$ cat config.mk
export PLATFORM = sky130hd
export DESIGN_NAME = video_line_fifo
export DESIGN_NICKNAME = d
export VERILOG_FILES = /design/src/ecc_pkg.sv /design/src/fifo_pkg.sv /design/src/video_line_fifo.sv /design/src/fwft_prefetch.sv /design/src/ram_fifo.sv /design/src/tp_ram.sv /design/src/ecc_decoder.sv /design/src/ecc_encoder.sv
export SDC_FILE = /design/constraint.sdc
export NUM_CORES = 1
export LEC_CHECK = 0
export BUFFER_PORTS_ARGS = -buffer_cell sky130_fd_sc_hd__buf_4
export CAP_MARGIN = 15
export CORE_AREA = 3 3 258 260
export CTS_CLUSTER_DIAMETER = 100
export CTS_CLUSTER_SIZE = 20
export DETAILED_ROUTE_END_ITERATION = 10
export DIE_AREA = 0 0 261 263
export PLACE_DENSITY = 0.83
export SKIP_LAST_GASP = 1
export SYNTH_ARGS = -nofsm -noshare
export SYNTH_HDL_FRONTEND = slang
export SYNTH_SLANG_ARGS = --single-unit
$ cat constraint.sdc
create_clock -name clk -period 13.2 [get_ports clk]
set_input_delay 1.32 -clock clk [delete_from_list [all_inputs] [get_ports clk]]
set_output_delay 1.32 -clock clk [all_outputs]
set_load 0.01 [all_outputs]
$ cat src/ecc_pkg.sv
`default_nettype none

package ecc_pkg;

    // ----------------------------------------------------------------------
    // secded sizing
    // ----------------------------------------------------------------------

    // hamming bits over data + address, plus one overall parity bit
    function automatic int check_bits(input int data_w, input int addr_w);
        int r;
        r = 1;
        while ((1 << r) < data_w + addr_w + r + 1) begin
            r++;
        end
        return r + 1;
    endfunction

    // the address only feeds the check bits, it is never stored
    function automatic int codeword_width(input int data_w, input int addr_w);
        return data_w + check_bits(data_w, addr_w);
    endfunction

    // codeword layout, msb first: {parity, hamming bits, data}

    // ----------------------------------------------------------------------
    // decoder result
    // ----------------------------------------------------------------------
    typedef enum logic [1:0] {
        ECC_OK     = 2'b00,
        ECC_SINGLE = 2'b01,   // corrected
        ECC_DOUBLE = 2'b10    // uncorrectable
    } ecc_status_e;

endpackage

`default_nettype wire

$ cat src/fifo_pkg.sv
`default_nettype none

package fifo_pkg;

    // ----------------------------------------------------------------------
    // default geometry, the top level overrides these
    // ----------------------------------------------------------------------
    localparam int DEF_DATA_WIDTH     = 32;
    localparam int DEF_ADDR_WIDTH     = 4;    // 16 words in the core
    localparam int DEF_RAM_PIPE_STAGE = 2;    // ram read latency

    // count runs 0 .. 2**addr_w inclusive
    function automatic int count_width(input int addr_w);
        return addr_w + 1;
    endfunction

    // ram stages + decoder register + one slot for the head word
    function automatic int prefetch_slots(input int ram_pipe_stage);
        return ram_pipe_stage + 2;
    endfunction

endpackage

`default_nettype wire
$ cat src/video_line_fifo.sv
`default_nettype none

module video_line_fifo
    import fifo_pkg::*;
#(
    parameter int DATA_WIDTH     = DEF_DATA_WIDTH,
    parameter int ADDR_WIDTH     = DEF_ADDR_WIDTH,
    parameter int RAM_PIPE_STAGE = DEF_RAM_PIPE_STAGE
) (
    input  logic                  clk,
    input  logic                  rst_n,
    input  logic                  wr_en,
    input  logic [DATA_WIDTH-1:0] wr_data,
    input  logic                  rd_en,
    input  logic [ADDR_WIDTH:0]   prog_full_assert_cfg,
    input  logic [ADDR_WIDTH:0]   prog_full_negate_cfg,
    input  logic                  ecc_addr_protect_en,
    input  logic                  ecc_fault_detc_en,
    input  logic                  ecc_bypass,
    input  logic                  inject_single,
    input  logic                  inject_double,
    output logic [DATA_WIDTH-1:0] rd_data,
    output logic                  rd_data_val,
    output logic                  empty,
    output logic                  full,
    output logic                  prog_full,
    output logic                  ovf_int,
    output logic                  udf_int,
    output logic                  ecc_fault,
    output logic                  single_err,
    output logic                  double_err
);

    logic                  core_rd_en;
    logic [DATA_WIDTH-1:0] core_rd_data;
    logic                  core_rd_val;
    logic                  core_empty;

    assign empty = ~rd_data_val;

    // one-cycle pulses on requests against the external flags
    always_ff @(posedge clk or negedge rst_n) begin
        if (!rst_n) begin
            ovf_int <= 1'b0;
            udf_int <= 1'b0;
        end else begin
            ovf_int <= wr_en & full;
            udf_int <= rd_en & empty;
        end
    end

    ram_fifo #(
        .DATA_WIDTH     ( DATA_WIDTH     ),
        .ADDR_WIDTH     ( ADDR_WIDTH     ),
        .RAM_PIPE_STAGE ( RAM_PIPE_STAGE )
    ) core_i (
        .clk                  ( clk                  ),
        .rst_n                ( rst_n                ),
        .wr_en                ( wr_en                ),
        .wr_data              ( wr_data              ),
        .core_rd_en           ( core_rd_en           ),
        .prog_full_assert_cfg ( prog_full_assert_cfg ),
        .prog_full_negate_cfg ( prog_full_negate_cfg ),
        .ecc_addr_protect_en  ( ecc_addr_protect_en  ),
        .ecc_fault_detc_en    ( ecc_fault_detc_en    ),
        .ecc_bypass           ( ecc_bypass           ),
        .inject_single        ( inject_single        ),
        .inject_double        ( inject_double        ),
        .core_rd_data         ( core_rd_data         ),
        .core_rd_val          ( core_rd_val          ),
        .core_empty           ( core_empty           ),
        .full                 ( full                 ),
        .prog_full            ( prog_full            ),
        .ecc_fault            ( ecc_fault            ),
        .single_err           ( single_err           ),
        .double_err           ( double_err           )
    );

    fwft_prefetch #(
        .DATA_WIDTH     ( DATA_WIDTH     ),
        .RAM_PIPE_STAGE ( RAM_PIPE_STAGE )
    ) prefetch_i (
        .clk          ( clk          ),
        .rst_n        ( rst_n        ),
        .core_empty   ( core_empty   ),
        .core_rd_data ( core_rd_data ),
        .core_rd_val  ( core_rd_val  ),
        .rd_en        ( rd_en        ),
        .core_rd_en   ( core_rd_en   ),
        .rd_data      ( rd_data      ),
        .rd_data_val  ( rd_data_val  )
    );

endmodule

`default_nettype wire

$ cat src/fwft_prefetch.sv
`default_nettype none

module fwft_prefetch
    import fifo_pkg::*;
#(
    parameter int DATA_WIDTH     = DEF_DATA_WIDTH,
    parameter int RAM_PIPE_STAGE = DEF_RAM_PIPE_STAGE
) (
    input  logic                  clk,
    input  logic                  rst_n,
    input  logic                  core_empty,
    input  logic [DATA_WIDTH-1:0] core_rd_data,
    input  logic                  core_rd_val,
    input  logic                  rd_en,
    output logic                  core_rd_en,
    output logic [DATA_WIDTH-1:0] rd_data,
    output logic                  rd_data_val
);

    localparam int SLOTS = prefetch_slots(RAM_PIPE_STAGE);
    localparam int LAT   = RAM_PIPE_STAGE + 1;     // ram stages + decoder reg
    localparam logic [SLOTS-1:0] SLOT0 = SLOTS'(1);

    logic [SLOTS-1:0]      fill_ptr;
    logic [SLOTS-1:0]      drain_ptr;
    logic [SLOTS-1:0]      fill_dly [LAT];
    logic [SLOTS-1:0]      land_ptr;
    logic [SLOTS-1:0]      slot_val;
    logic [DATA_WIDTH-1:0] slot_data [SLOTS];
    logic                  consume;

    assign consume  = rd_en & rd_data_val;
    assign land_ptr = fill_dly[LAT-1];

    // issue only into a free slot
    assign core_rd_en = ~core_empty & ~(|(fill_ptr & slot_val));

    // ----------------------------------------------------------------------
    // one-hot pointers, fill pointer delayed to match read latency
    // ----------------------------------------------------------------------
    always_ff @(posedge clk or negedge rst_n) begin
        if (!rst_n) begin
            fill_ptr  <= SLOT0;
            drain_ptr <= SLOT0;
            for (int i = 0; i < LAT; i++) begin
                fill_dly[i] <= SLOT0;
            end
        end else begin
            if (core_rd_en)
                fill_ptr <= {fill_ptr[SLOTS-2:0], fill_ptr[SLOTS-1]};
            if (consume)
                drain_ptr <= {drain_ptr[SLOTS-2:0], drain_ptr[SLOTS-1]};
            fill_dly[0] <= fill_ptr;
            for (int i = 1; i < LAT; i++) begin
                fill_dly[i] <= fill_dly[i-1];
            end
        end
    end

    // ----------------------------------------------------------------------
    // slot ring
    // ----------------------------------------------------------------------
    always_ff @(posedge clk or negedge rst_n) begin
        if (!rst_n) begin
            slot_val <= '0;
        end else begin
            for (int i = 0; i < SLOTS; i++) begin
                if (core_rd_val && land_ptr[i])
                    slot_val[i] <= 1'b1;
                else if (consume && drain_ptr[i])
                    slot_val[i] <= 1'b0;
            end
        end
    end

    always_ff @(posedge clk) begin
        for (int i = 0; i < SLOTS; i++) begin
            if (core_rd_val && land_ptr[i])
                slot_data[i] <= core_rd_data;
        end
    end

    // and-or mux on the drain pointer
    always_comb begin
        rd_data = '0;
        for (int i = 0; i < SLOTS; i++) begin
            rd_data = rd_data | (slot_data[i] & {DATA_WIDTH{drain_ptr[i]}});
        end
    end

    assign rd_data_val = |(drain_ptr & slot_val);

    // a returning word must find its slot still free
    a_land_free: assert property (@(posedge clk) disable iff (!rst_n)
        core_rd_val |-> !(|(land_ptr & slot_val)));
    // head word holds while the consumer stalls
    a_head_hold: assert property (@(posedge clk) disable iff (!rst_n)
        rd_data_val && !rd_en |=> rd_data_val && $stable(rd_data));

endmodule

`default_nettype wire

$ cat src/ram_fifo.sv
`default_nettype none

module ram_fifo
    import fifo_pkg::*, ecc_pkg::*;
#(
    parameter int DATA_WIDTH     = DEF_DATA_WIDTH,
    parameter int ADDR_WIDTH     = DEF_ADDR_WIDTH,
    parameter int RAM_PIPE_STAGE = DEF_RAM_PIPE_STAGE
) (
    input  logic                  clk,
    input  logic                  rst_n,
    input  logic                  wr_en,
    input  logic [DATA_WIDTH-1:0] wr_data,
    input  logic                  core_rd_en,
    input  logic [ADDR_WIDTH:0]   prog_full_assert_cfg,
    input  logic [ADDR_WIDTH:0]   prog_full_negate_cfg,
    input  logic                  ecc_addr_protect_en,
    input  logic                  ecc_fault_detc_en,
    input  logic                  ecc_bypass,
    input  logic                  inject_single,
    input  logic                  inject_double,
    output logic [DATA_WIDTH-1:0] core_rd_data,
    output logic                  core_rd_val,
    output logic                  core_empty,
    output logic                  full,
    output logic                  prog_full,
    output logic                  ecc_fault,
    output logic                  single_err,
    output logic                  double_err
);

    localparam int DEPTH = 2 ** ADDR_WIDTH;
    localparam int CNT_W = count_width(ADDR_WIDTH);
    localparam int CW    = codeword_width(DATA_WIDTH, ADDR_WIDTH);

    logic [ADDR_WIDTH-1:0] wptr;
    logic [ADDR_WIDTH-1:0] rptr;
    logic [CNT_W-1:0]      count;
    logic [CNT_W-1:0]      count_nxt;
    logic                  wen;
    logic [CW-1:0]         wr_word;
    logic [CW-1:0]         rd_word;
    logic                  rd_val;
    logic [ADDR_WIDTH-1:0] tag_pipe [RAM_PIPE_STAGE];
    ecc_status_e           status;

    // ----------------------------------------------------------------------
    // pointers and occupancy
    // ----------------------------------------------------------------------
    assign wen        = wr_en & ~full;        // only gating of writes
    assign full       = (count == CNT_W'(DEPTH));
    assign core_empty = (count == '0);

    always_comb begin
        count_nxt = count;
        case ({wen, core_rd_en})
            2'b10:   count_nxt = count + 1'b1;
            2'b01:   count_nxt = count - 1'b1;
            default: count_nxt = count;
        endcase
    end

    always_ff @(posedge clk or negedge rst_n) begin
        if (!rst_n) begin
            wptr      <= '0;
            rptr      <= '0;
            count     <= '0;
            prog_full <= 1'b0;
        end else begin
            if (wen)
                wptr <= wptr + 1'b1;
            if (core_rd_en)
                rptr <= rptr + 1'b1;
            count <= count_nxt;
            // hysteresis, between the two thresholds the flag holds
            if (count_nxt >= prog_full_assert_cfg)
                prog_full <= 1'b1;
            else if (count_nxt < prog_full_negate_cfg)
                prog_full <= 1'b0;
        end
    end

    // read address rides along with the ram pipeline
    always_ff @(posedge clk) begin
        tag_pipe[0] <= rptr;
        for (int s = 1; s < RAM_PIPE_STAGE; s++) begin
            tag_pipe[s] <= tag_pipe[s-1];
        end
    end

    // ----------------------------------------------------------------------
    // storage path
    // ----------------------------------------------------------------------
    ecc_encoder #(
        .DATA_WIDTH      ( DATA_WIDTH          ),
        .ADDR_WIDTH      ( ADDR_WIDTH          )
    ) encoder_i (
        .wr_data         ( wr_data             ),
        .wr_addr         ( wptr                ),
        .addr_protect_en ( ecc_addr_protect_en ),
        .inject_single   ( inject_single       ),
        .inject_double   ( inject_double       ),
        .codeword        ( wr_word             )
    );

    tp_ram #(
        .WORD_WIDTH     ( CW             ),
        .ADDR_WIDTH     ( ADDR_WIDTH     ),
        .RAM_PIPE_STAGE ( RAM_PIPE_STAGE )
    ) ram_i (
        .clk     ( clk        ),
        .wr_en   ( wen        ),
        .wr_addr ( wptr       ),
        .wr_word ( wr_word    ),
        .rd_en   ( core_rd_en ),
        .rd_addr ( rptr       ),
        .rd_word ( rd_word    ),
        .rd_val  ( rd_val     )
    );

    ecc_decoder #(
        .DATA_WIDTH      ( DATA_WIDTH          ),
        .ADDR_WIDTH      ( ADDR_WIDTH          )
    ) decoder_i (
        .clk             ( clk                 ),
        .rst_n           ( rst_n               ),
        .rd_word         ( rd_word             ),
        .rd_val          ( rd_val              ),
        .rd_addr_tag     ( tag_pipe[RAM_PIPE_STAGE-1] ),
        .addr_protect_en ( ecc_addr_protect_en ),
        .bypass          ( ecc_bypass          ),
        .detect_en       ( ecc_fault_detc_en   ),
        .data            ( core_rd_data        ),
        .data_val        ( core_rd_val         ),
        .status          ( status              )
    );

    assign single_err = (status == ECC_SINGLE);
    assign double_err = (status == ECC_DOUBLE);
    assign ecc_fault  = single_err | double_err;

    // the prefetch decides when to read, the core only counts
    a_no_empty_read: assert property (@(posedge clk) disable iff (!rst_n)
        core_rd_en |-> !core_empty);
    a_count_range: assert property (@(posedge clk) disable iff (!rst_n)
        count <= CNT_W'(DEPTH));

endmodule

`default_nettype wire

$ cat src/tp_ram.sv
`default_nettype none

module tp_ram
    import fifo_pkg::*;
#(
    parameter int WORD_WIDTH     = DEF_DATA_WIDTH,
    parameter int ADDR_WIDTH     = DEF_ADDR_WIDTH,
    parameter int RAM_PIPE_STAGE = DEF_RAM_PIPE_STAGE
) (
    input  logic                  clk,
    input  logic                  wr_en,
    input  logic [ADDR_WIDTH-1:0] wr_addr,
    input  logic [WORD_WIDTH-1:0] wr_word,
    input  logic                  rd_en,
    input  logic [ADDR_WIDTH-1:0] rd_addr,
    output logic [WORD_WIDTH-1:0] rd_word,
    output logic                  rd_val
);

    logic [WORD_WIDTH-1:0]     mem [2**ADDR_WIDTH];
    logic [WORD_WIDTH-1:0]     pipe_word [RAM_PIPE_STAGE];
    logic [RAM_PIPE_STAGE-1:0] pipe_val;

    always_ff @(posedge clk) begin
        if (wr_en)
            mem[wr_addr] <= wr_word;
    end

    // stage 0 is the array read, the rest model the macro output flops
    always_ff @(posedge clk) begin
        pipe_val[0] <= rd_en;
        if (rd_en)
            pipe_word[0] <= mem[rd_addr];
        for (int s = 1; s < RAM_PIPE_STAGE; s++) begin
            pipe_val[s]  <= pipe_val[s-1];
            pipe_word[s] <= pipe_word[s-1];
        end
    end

    assign rd_word = pipe_word[RAM_PIPE_STAGE-1];
    assign rd_val  = pipe_val[RAM_PIPE_STAGE-1];

    // the core flags keep read and write apart; with one word stored the
    // pointers differ, so a shared address means the fifo gating broke
    a_no_collide: assert property (@(posedge clk)
        wr_en && rd_en |-> wr_addr != rd_addr);

endmodule

`default_nettype wire

$ cat src/ecc_decoder.sv
`default_nettype none

module ecc_decoder
    import fifo_pkg::*, ecc_pkg::*;
#(
    parameter int DATA_WIDTH = DEF_DATA_WIDTH,
    parameter int ADDR_WIDTH = DEF_ADDR_WIDTH
) (
    input  logic                                            clk,
    input  logic                                            rst_n,
    input  logic [codeword_width(DATA_WIDTH, ADDR_WIDTH)-1:0] rd_word,
    input  logic                                            rd_val,
    input  logic [ADDR_WIDTH-1:0]                           rd_addr_tag,
    input  logic                                            addr_protect_en,
    input  logic                                            bypass,
    input  logic                                            detect_en,
    output logic [DATA_WIDTH-1:0]                           data,
    output logic                                            data_val,
    output ecc_status_e                                     status
);

    localparam int CW = codeword_width(DATA_WIDTH, ADDR_WIDTH);
    localparam int R  = check_bits(DATA_WIDTH, ADDR_WIDTH) - 1;
    localparam int K  = DATA_WIDTH + ADDR_WIDTH;

    logic [DATA_WIDTH-1:0] rx_data;
    logic [DATA_WIDTH-1:0] fixed;
    logic [R-1:0]          syndrome;
    logic [CW-1:0]         recalc;
    logic                  p_err;
    ecc_status_e           raw_st;
    ecc_status_e           st;

    assign rx_data = rd_word[DATA_WIDTH-1:0];

    // same encoder as the write side, so both agree on the bit map
    ecc_encoder #(
        .DATA_WIDTH      ( DATA_WIDTH      ),
        .ADDR_WIDTH      ( ADDR_WIDTH      )
    ) recalc_i (
        .wr_data         ( rx_data         ),
        .wr_addr         ( rd_addr_tag     ),
        .addr_protect_en ( addr_protect_en ),
        .inject_single   ( 1'b0            ),
        .inject_double   ( 1'b0            ),
        .codeword        ( recalc          )
    );

    assign syndrome = recalc[CW-2:DATA_WIDTH] ^ rd_word[CW-2:DATA_WIDTH];
    assign p_err    = recalc[CW-1] ^ rd_word[CW-1] ^ (^syndrome);  // whole-word parity

    always_comb begin
        if (!p_err && syndrome == '0)
            raw_st = ECC_OK;
        else if (p_err)
            raw_st = ECC_SINGLE;    // syndrome 0 here means the parity bit itself
        else
            raw_st = ECC_DOUBLE;
    end

    assign st = (detect_en && rd_val) ? raw_st : ECC_OK;

    // flip the data bit that sits at the syndrome position
    always_comb begin : correct
        int k;
        fixed = rx_data;
        k     = 0;
        for (int p = 1; p <= K + R; p++) begin
            if ((p & (p - 1)) != 0) begin
                if (k < DATA_WIDTH && syndrome == p && raw_st == ECC_SINGLE && !bypass)
                    fixed[k] = ~fixed[k];
                k++;
            end
        end
    end

    always_ff @(posedge clk or negedge rst_n) begin
        if (!rst_n) begin
            data_val <= 1'b0;
            status   <= ECC_OK;
        end else begin
            data_val <= rd_val;
            status   <= st;
        end
    end

    always_ff @(posedge clk) begin
        if (rd_val)
            data <= fixed;
    end

endmodule

`default_nettype wire

$ cat src/ecc_encoder.sv
`default_nettype none

module ecc_encoder
    import fifo_pkg::*, ecc_pkg::*;
#(
    parameter int DATA_WIDTH = DEF_DATA_WIDTH,
    parameter int ADDR_WIDTH = DEF_ADDR_WIDTH
) (
    input  logic [DATA_WIDTH-1:0]                           wr_data,
    input  logic [ADDR_WIDTH-1:0]                           wr_addr,
    input  logic                                            addr_protect_en,
    input  logic                                            inject_single,
    input  logic                                            inject_double,
    output logic [codeword_width(DATA_WIDTH, ADDR_WIDTH)-1:0] codeword
);

    localparam int R  = check_bits(DATA_WIDTH, ADDR_WIDTH) - 1;  // without parity
    localparam int K  = DATA_WIDTH + ADDR_WIDTH;
    localparam int CW = codeword_width(DATA_WIDTH, ADDR_WIDTH);

    logic [K-1:0] msg;
    logic [R-1:0] chk;
    logic         parity;
    logic [1:0]   flip;

    assign msg = {wr_addr & {ADDR_WIDTH{addr_protect_en}}, wr_data};

    // message bits sit on the non power of two hamming positions
    always_comb begin : hamming
        int k;
        chk = '0;
        k   = 0;
        for (int p = 1; p <= K + R; p++) begin
            if ((p & (p - 1)) != 0) begin
                for (int j = 0; j < R; j++) begin
                    if (p[j]) chk[j] = chk[j] ^ msg[k];
                end
                k++;
            end
        end
    end

    assign parity = ^{msg, chk};

    // self-test corruption, bit 0 alone or bits 0 and 1
    assign flip     = {inject_double, inject_single | inject_double};
    assign codeword = {parity, chk, wr_data} ^ CW'(flip);

endmodule

`default_nettype wire

==> impl_metrics.py, run 1 <==
metrics = {
    "run_status": {
        "status": "completed",
    },
    "synth": {
        "synth_top_area_share_pct": 69.96,
        "synthArstFlopShare_pct": 4.699,
        "ys_ff_latch": 915,
        "yosysMostFrequentCell": "edfxtp_1",
        "synth_common_cells": "823 x edfxtp_1, 195 x mux4_2, 123 x xnor2_1, 74 x nand2_1, 68 x a22oi_1",
        "syn-num-nets": 1795,
        "yosys.area.top_type": "edfxtp_1",
        "synth.distinct_cells": 37,
        "syn-instance-count": 1712,
        "synth_flop_cell": "edfxtp_1",
        "ys_seq_area_share_pct": 75.80,
        "synth_top_cells_by_area": "edfxtp_1 70%, mux4_2 12%, xnor2_1 3.0%",
        "syn_avg_cell_area_um2": 20.63,
        "synth_warnings": 0,
        "synth_edf_count": 823,
        "synth_area_um2": 35320,
    },
    "clock_tree": {
        "numCtsBuffers": 51,
        "cts.hold.buffers_added": 0,
        "cts_resized": 0,
        "h-tree-depth": 2,
        "cts-root-buf": "clkbuf_16",
        "post-cts-setup-buffers": 0,
        "clk_pin_slew_worst_paths_ns": 0.08,
        "clk_latency_ns": 0.64,
        "cts.path.max_buffers": 3,
        "tritoncts": "built",
        "clock-sinks": 915,
    },
    "critical_path": {
        "crit_required_ns": 13.48,
        "worstSetupStartpoint": "wr_data[16]",
        "crit_chain": "buf_4, xor2_1, xnor2_1, xnor2_1, xnor2_1, xor2_1, xnor2_1, xnor2_1, xnor2_1",
        "cp-start-kind": "primary input",
        "critPathMaxFanout": 18,
        "crit_arrival_ns": 4.77,
        "r2r-start": "core_i.ram_i.pipe_word[0][52]$_DFF_P_",
        "critPathMaxStageDelay_ns": 0.91,
        "crit_type": "in2reg",
        "slowest_stage": "xor2_1",
        "crit_path_frequent_cell": "xnor2_1",
        "critPathCaptureType": "register",
    },
    "grt": {
        "grt_overflow_total": 0,
        "grt_max_degree": 66,
        "grt_pass1_vias": 17080,
        "antenna_found_initial": 4,
        "grt_pass1_wl_um": 110500,
        "grt.total_usage_pct": 21.89,
    },
    "placed_design": {
        "dp_hpwl_um": 41500,
        "port_buffers": 91,
        "gp_congestion": 0.8283,
        "place_area_um2": 37120,
    },
    "timing": {
        "fmax_mhz": 222.5,
        "slew_viol_final": 0,
        "min_period_over_period_pct": 34.05,
        "rsz0062_at_grt": "no",
        "relSlewSlack_pct": 24.21,
        "finalSetupViolations": 0,
        "setup_tns_ns": 0,
        "tightest_slew_ns": 1.133,
        "finalHoldViolCount": 0,
        "finalWorstPathRequiredPeriod_ns": 4.495,
        "finClkSkew_ns": 0.03510,
        "whs_ns": 0.3317,
    },
    "route": {
        "drc_errors": 0,
        "final_antenna_net_count": 0,
        "routed_wl_um": 74840,
        "via_per_inst": 6.182,
        "wire_per_inst_um": 27.70,
        "drt_pass1_iterations": 5,
        "drtIter0Drc": 2174,
        "vias": 16700,
    },
    "final_layout": {
        "final_nets": 1899,
        "fillers": 4262,
        "fin_area_um2": 38610,
        "drive_above_1_share_pct": 23.82,
        "syn2layout_area_growth_pct": 9.305,
        "num_antenna_cells": 0,
    },
    "floorplan": {
        "start_util_pct": 54.90,
        "core_area_um2": 64350,
        "die_x_um": 261,
        "rows": 93,
        "io_pins": 92,
        "dieArea_um2": 68640,
        "die_h_um": 263,
    },
    "job": {
        "cap_violations": 0,
    },
    "min_path": {
        "min-delay-start": "core_i.tag_pipe[0][0]$_DFF_P_",
        "holdCritPathClass": "reg2reg",
    },
}
-- sequential cells by signal, summed over array words and instances (netlist names) --
signal,count
core_i.ram_i.mem,624
prefetch_i.slot_data,128
core_i.ram_i.pipe_word,78
core_i.decoder_i.data,32
core_i.tag_pipe,8
prefetch_i.fill_dly,8
core_i.count,5
core_i.rptr,4
core_i.wptr,4
prefetch_i.drain_ptr,4
prefetch_i.fill_ptr,4
prefetch_i.land_ptr,4
prefetch_i.slot_val,4
core_i.decoder_i.status,2
core_i.ram_i.pipe_val,2
core_i.decoder_i.data_val,1
core_i.prog_full,1
ovf_int,1
udf_int,1
-- placed cells by master, fill, tap and decap left out, types with 2 or more instances in the layout --
cell	netlist	layout
edfxtp_1	823	823
mux4_2	195	195
buf_4	0	127
xnor2_1	123	123
nand2_1	74	74
a22oi_1	68	68
xor2_1	63	63
clkbuf_16	0	52
dfxtp_1	49	49
dfrtp_1	38	34
nand3_1	33	33
ha_1	31	31
nor2_2	28	28
clkbuf_1	49	28
inv_1	23	23
nor2_4	0	12
nor2_1	20	8
and2_1	7	7
o21ai_0	7	7
nand2b_1	6	6
a21o_1	6	6
nor2b_1	6	6
a21oi_1	5	5
mux2_2	5	5
dfstp_2	5	5
xnor3_1	4	4
nor3_2	0	4
dfrtp_4	0	3
xnor2_2	2	2
and3_1	2	2
nand4_1	2	2
-- logic make-up (layout without fill, tap and decap cells) --
family                   count (synthesis)  count (layout)  share of synthesized area, %
multiplexers                           200             200                         12.59
buffers and inverters                  100             235                         1.130
XOR/XNOR                               194             194                         5.093
AO/OA/AOI/OAI                           88              88                         1.782
adder cells (fa/ha/maj)                 32              32                         1.155
flip-flops                             915             915                         75.80
AND/OR/NAND/NOR                        183             183                         2.444
-- final cells by class --
| class | count | area, um2 | area share (%) |
|---|---|---|---|
| flip-flops and latches | 915 | 26790 | 69.38 |
| multi-input cells | 697 | 8258 | 21.39 |
| clock buffers | 81 | 1420 | 3.678 |
| well taps | 855 | 1070 | 2.771 |
| repair buffers | 127 | 953.4 | 2.469 |
| inverters | 24 | 90.09 | 0.2333 |
| clock inverters | 3 | 30.03 | 0.07777 |
-- metal layers --
metal	GRT usage, %	share of wire (%)
met2	35.56	50
met3	4.589	10
met1	30.36	37
met4	6.488	2.9
met5	0	0.055
-- metrics by stage --
stage,worst slack (ns),util (%),std cells
floorplan,8.181,-,1712
global placement,8.411,57.69,2613
detailed placement,8.159,57.69,2613
CTS,8.754,59.94,2697
global route,8.518,60.00,2702
finish,8.705,60.00,2702
-- worst max-delay path: cells and delay by family --
kind                   cells  cell delay [ns]
XOR/XNOR                   8             3.26
buffers and inverters      1             0.18
-- final timing paths --
kind                            slack (ns)  depth (start not counted)                             endpoint
worst min-delay path                  0.33                          0        core_i.tag_pipe[0][4]$_DFF_P_
worst max register to register        8.73                         13   core_i.decoder_i.data[3]$_DFFE_PP_
max in group asynchronous            12.05                          1           core_i.rptr[1]$_DFFE_PN0P_
min in group asynchronous             0.70                          1  prefetch_i.drain_ptr[3]$_DFFE_PN0P_
worst max-delay path                  8.71                          9    core_i.ram_i.mem[4][38]$_DFFE_PP_
worst min register to register        0.33                          0        core_i.tag_pipe[0][4]$_DFF_P_
Power of run 1 is not shown: default switching activity piles up to over one toggle a cycle in this logic, so the estimate is an artifact.
==> run 2: changes to the inputs <==
- ABC_AREA: unset -> 1
- CORE_AREA: 3 3 258 260 -> 3 3 266 268
- DIE_AREA: 0 0 261 263 -> 0 0 269 271
- PLACE_DENSITY: 0.83 -> 0.86
- clock period: 13.2 -> 4.1 ns (I/O delays scaled with it)
==> impl_metrics.py, run 2 <==
metrics = {
    "final_layout": {
        "fillers": 4901,
        "final_cell_count_no_fill": 3920,
        "syn2layout_area_growth_pct": 9.433,
        "multi_input_area_um2": 9861,
        "top_register": "core_i.ram_i.mem",
        "reg_top3": "core_i.ram_i.mem x624, prefetch_i.slot_data x128, core_i.ram_i.pipe_word x78",
        "seq_area_um2": 26790,
        "final_nets": 3028,
        "final_cell_mix": "823 x edfxtp_1, 504 x nand2_1, 275 x nor2_1",
        "final_common_cell": "edfxtp_1",
        "drive_above_1_share_pct": 9.769,
        "largest_reg_flops": 624,
        "num_antenna_cells": 0,
    },
    "grt": {
        "grt_pass1_vias": 22570,
        "antenna_found_initial": 3,
        "grt_overflow_total": 0,
        "grt_pass1_wl_um": 129700,
        "grt.total_usage_pct": 23.16,
        "grt_max_degree": 112,
    },
    "timing": {
        "finalSetupViolations": 0,
        "finalWorstPathRequiredPeriod_ns": 3.737,
        "setup_tns_ns": 0,
        "min_period_over_period_pct": 91.15,
        "rsz0062_at_grt": "no",
        "finClkSkew_ns": 0.03994,
        "relSlewSlack_pct": 35.85,
        "fmax_mhz": 267.6,
        "tightest_slew_ns": 0.9590,
        "slew_viol_final": 0,
        "finalHoldViolCount": 0,
    },
    "min_path": {
        "hold_path_depth": 3,
        "holdCritPathClass": "in2reg",
    },
    "run_status": {
        "status": "completed",
    },
    "placed_design": {
        "dp_hpwl_um": 51400,
        "post-place-cells": 3818,
        "port_buffers": 91,
        "gp_congestion": 0.9308,
    },
    "critical_path": {
        "crit_arrival_ns": 4.10,
        "critPathCaptureType": "register",
        "critPathMaxStageDelay_ns": 0.44,
        "crit_path_frequent_cell": "nand2_1",
        "rr_worst_depth": 22,
        "crit_type": "reg2reg",
        "cp-start-kind": "register",
        "crit_required_ns": 4.47,
        "slowest_stage": "dfxtp_1",
        "critPathMaxFanout": 65,
        "crit_chain": "inv_1, nand2_1, nand2_1, xor2_1, nand2_1, nand2_1, nand2_1, nand2_1, nand2_1, nand2_1, xor2_1, inv_1, ha_1, xnor2_1, xor2_1, xnor2_1, inv_1, nand3_2, buf_12, nand3_1, nand2_1, nand2_1",
    },
    "route": {
        "drtIter0Drc": 3042,
        "wire_per_inst_um": 21.75,
        "via_per_inst": 5.968,
        "vias": 23400,
        "final_antenna_net_count": 0,
        "drt_pass1_iterations": 5,
        "drc_errors": 0,
        "routed_wl_um": 85260,
    },
    "floorplan": {
        "rows": 96,
        "die_h_um": 271,
        "dieArea_um2": 72900,
        "io_pins": 92,
        "core_area_um2": 68590,
        "start_util_pct": 55.02,
        "die_x_um": 269,
    },
    "synth": {
        "synth_flop_cell": "edfxtp_1",
        "synth_warnings": 0,
        "ys_ff_latch": 915,
        "synthArstFlopShare_pct": 4.699,
        "syn-instance-count": 2899,
        "synth_top_cells_by_area": "edfxtp_1 65%, nand2_1 5.0%, mux2i_1 3.3%",
        "syn_avg_cell_area_um2": 13.02,
        "ys_seq_area_share_pct": 70.96,
        "synth_top_area_share_pct": 65.49,
        "synth.distinct_cells": 45,
        "yosys.area.top_type": "edfxtp_1",
        "syn-num-nets": 2982,
        "yosysMostFrequentCell": "edfxtp_1",
        "synth_common_cells": "823 x edfxtp_1, 504 x nand2_1, 291 x nor2_1, 179 x o21ai_0",
        "synth_edf_count": 823,
        "synth_area_um2": 37730,
    },
    "clock_tree": {
        "cts-root-buf": "clkbuf_16",
        "clk_latency_ns": 0.64,
        "cts.path.max_buffers": 3,
        "clock-sinks": 915,
        "clk_pin_slew_worst_paths_ns": 0.08,
        "numCtsBuffers": 52,
        "tritoncts": "built",
        "post-cts-setup-buffers": 0,
        "h-tree-depth": 2,
    },
    "job": {
        "cap_violations": 0,
    },
}
-- run 2: metal layers --
layer,share of wire [%],global-route usage [%],vias to the layer above
met5,0,0,-
met4,3.3,8.264,0
met3,8.3,3.629,199
met2,50,39.21,1203
met1,38,30.46,11440
li1,-,-,10560
-- run 2: stage by stage --
step | hold WS [ns] | worst slack (ns) | util [%] | cell area (um2)
final | 0.05323 | 0.3628 | 60.21 | 41290
after global routing | 0.06047 | 0.03257 | 60.21 | 41290
after CTS | 0.02472 | 0.3540 | 60.18 | 41270
after detailed placement | 0.3121 | 0.4031 | 57.85 | 39680
after global placement | 0.3115 | 0.5840 | 57.85 | 39680
after floorplan | 0.1144 | 0.2331 | - | 37730
-- run 2: cell families (layout without fill, tap and decap cells) --
kind of cell | Yosys count | in the layout | share of synthesized area, %
buf+inv | 297 | 387 | 3.226
xor+xnor | 134 | 134 | 3.180
mux | 125 | 125 | 3.316
fa+ha+maj | 32 | 32 | 1.081
flops | 915 | 915 | 70.96
compound gates | 377 | 377 | 6.695
simple gates | 1019 | 1019 | 11.54
-- run 2: worst max-delay path, delay by kind of cell (launching register included) --
family        cells  cell delay (ns)
flops             1             0.44
xor+xnor          5             1.06
simple gates     12             1.05
buf+inv           4             0.58
fa+ha+maj         1             0.31
-- run 2: final timing paths --
path                                                            start                                   end  slack [ns]
worst max-delay path            core_i.ram_i.pipe_word[0][60]$_DFF_P_    core_i.decoder_i.data[1]$_DFFE_PP_        0.36
worst min-delay path                                ecc_fault_detc_en  core_i.decoder_i.status[1]$_DFF_PN0_        0.05
worst max register to register  core_i.ram_i.pipe_word[0][60]$_DFF_P_    core_i.decoder_i.data[1]$_DFFE_PP_        0.36
worst min register to register          core_i.tag_pipe[0][2]$_DFF_P_         core_i.tag_pipe[0][6]$_DFF_P_        0.33
max in group asynchronous                                       rst_n            core_i.rptr[2]$_DFFE_PN0P_        3.30
min in group asynchronous                                       rst_n   prefetch_i.drain_ptr[1]$_DFFE_PN0P_        0.35
-- run 2: layout make-up --
class / count / area share (%)
Inverter: 139 / 1.276
Tap cell: 931 / 2.821
Multi-Input combinational cell: 1687 / 23.88
Timing Repair Buffer: 150 / 3.351
Sequential cell: 915 / 64.87
Clock buffer: 93 / 3.578
Clock inverter: 5 / 0.2212
-- run 2: repair_timing --
| item | in CTS | in global routing |
|---|---|---|
| hold buffers | 3 | 0 |
| resized for setup | 0 | 0 |
| endpoints found under the hold margin | 40 | 0 |
Power of run 2 is left out for the same reason.
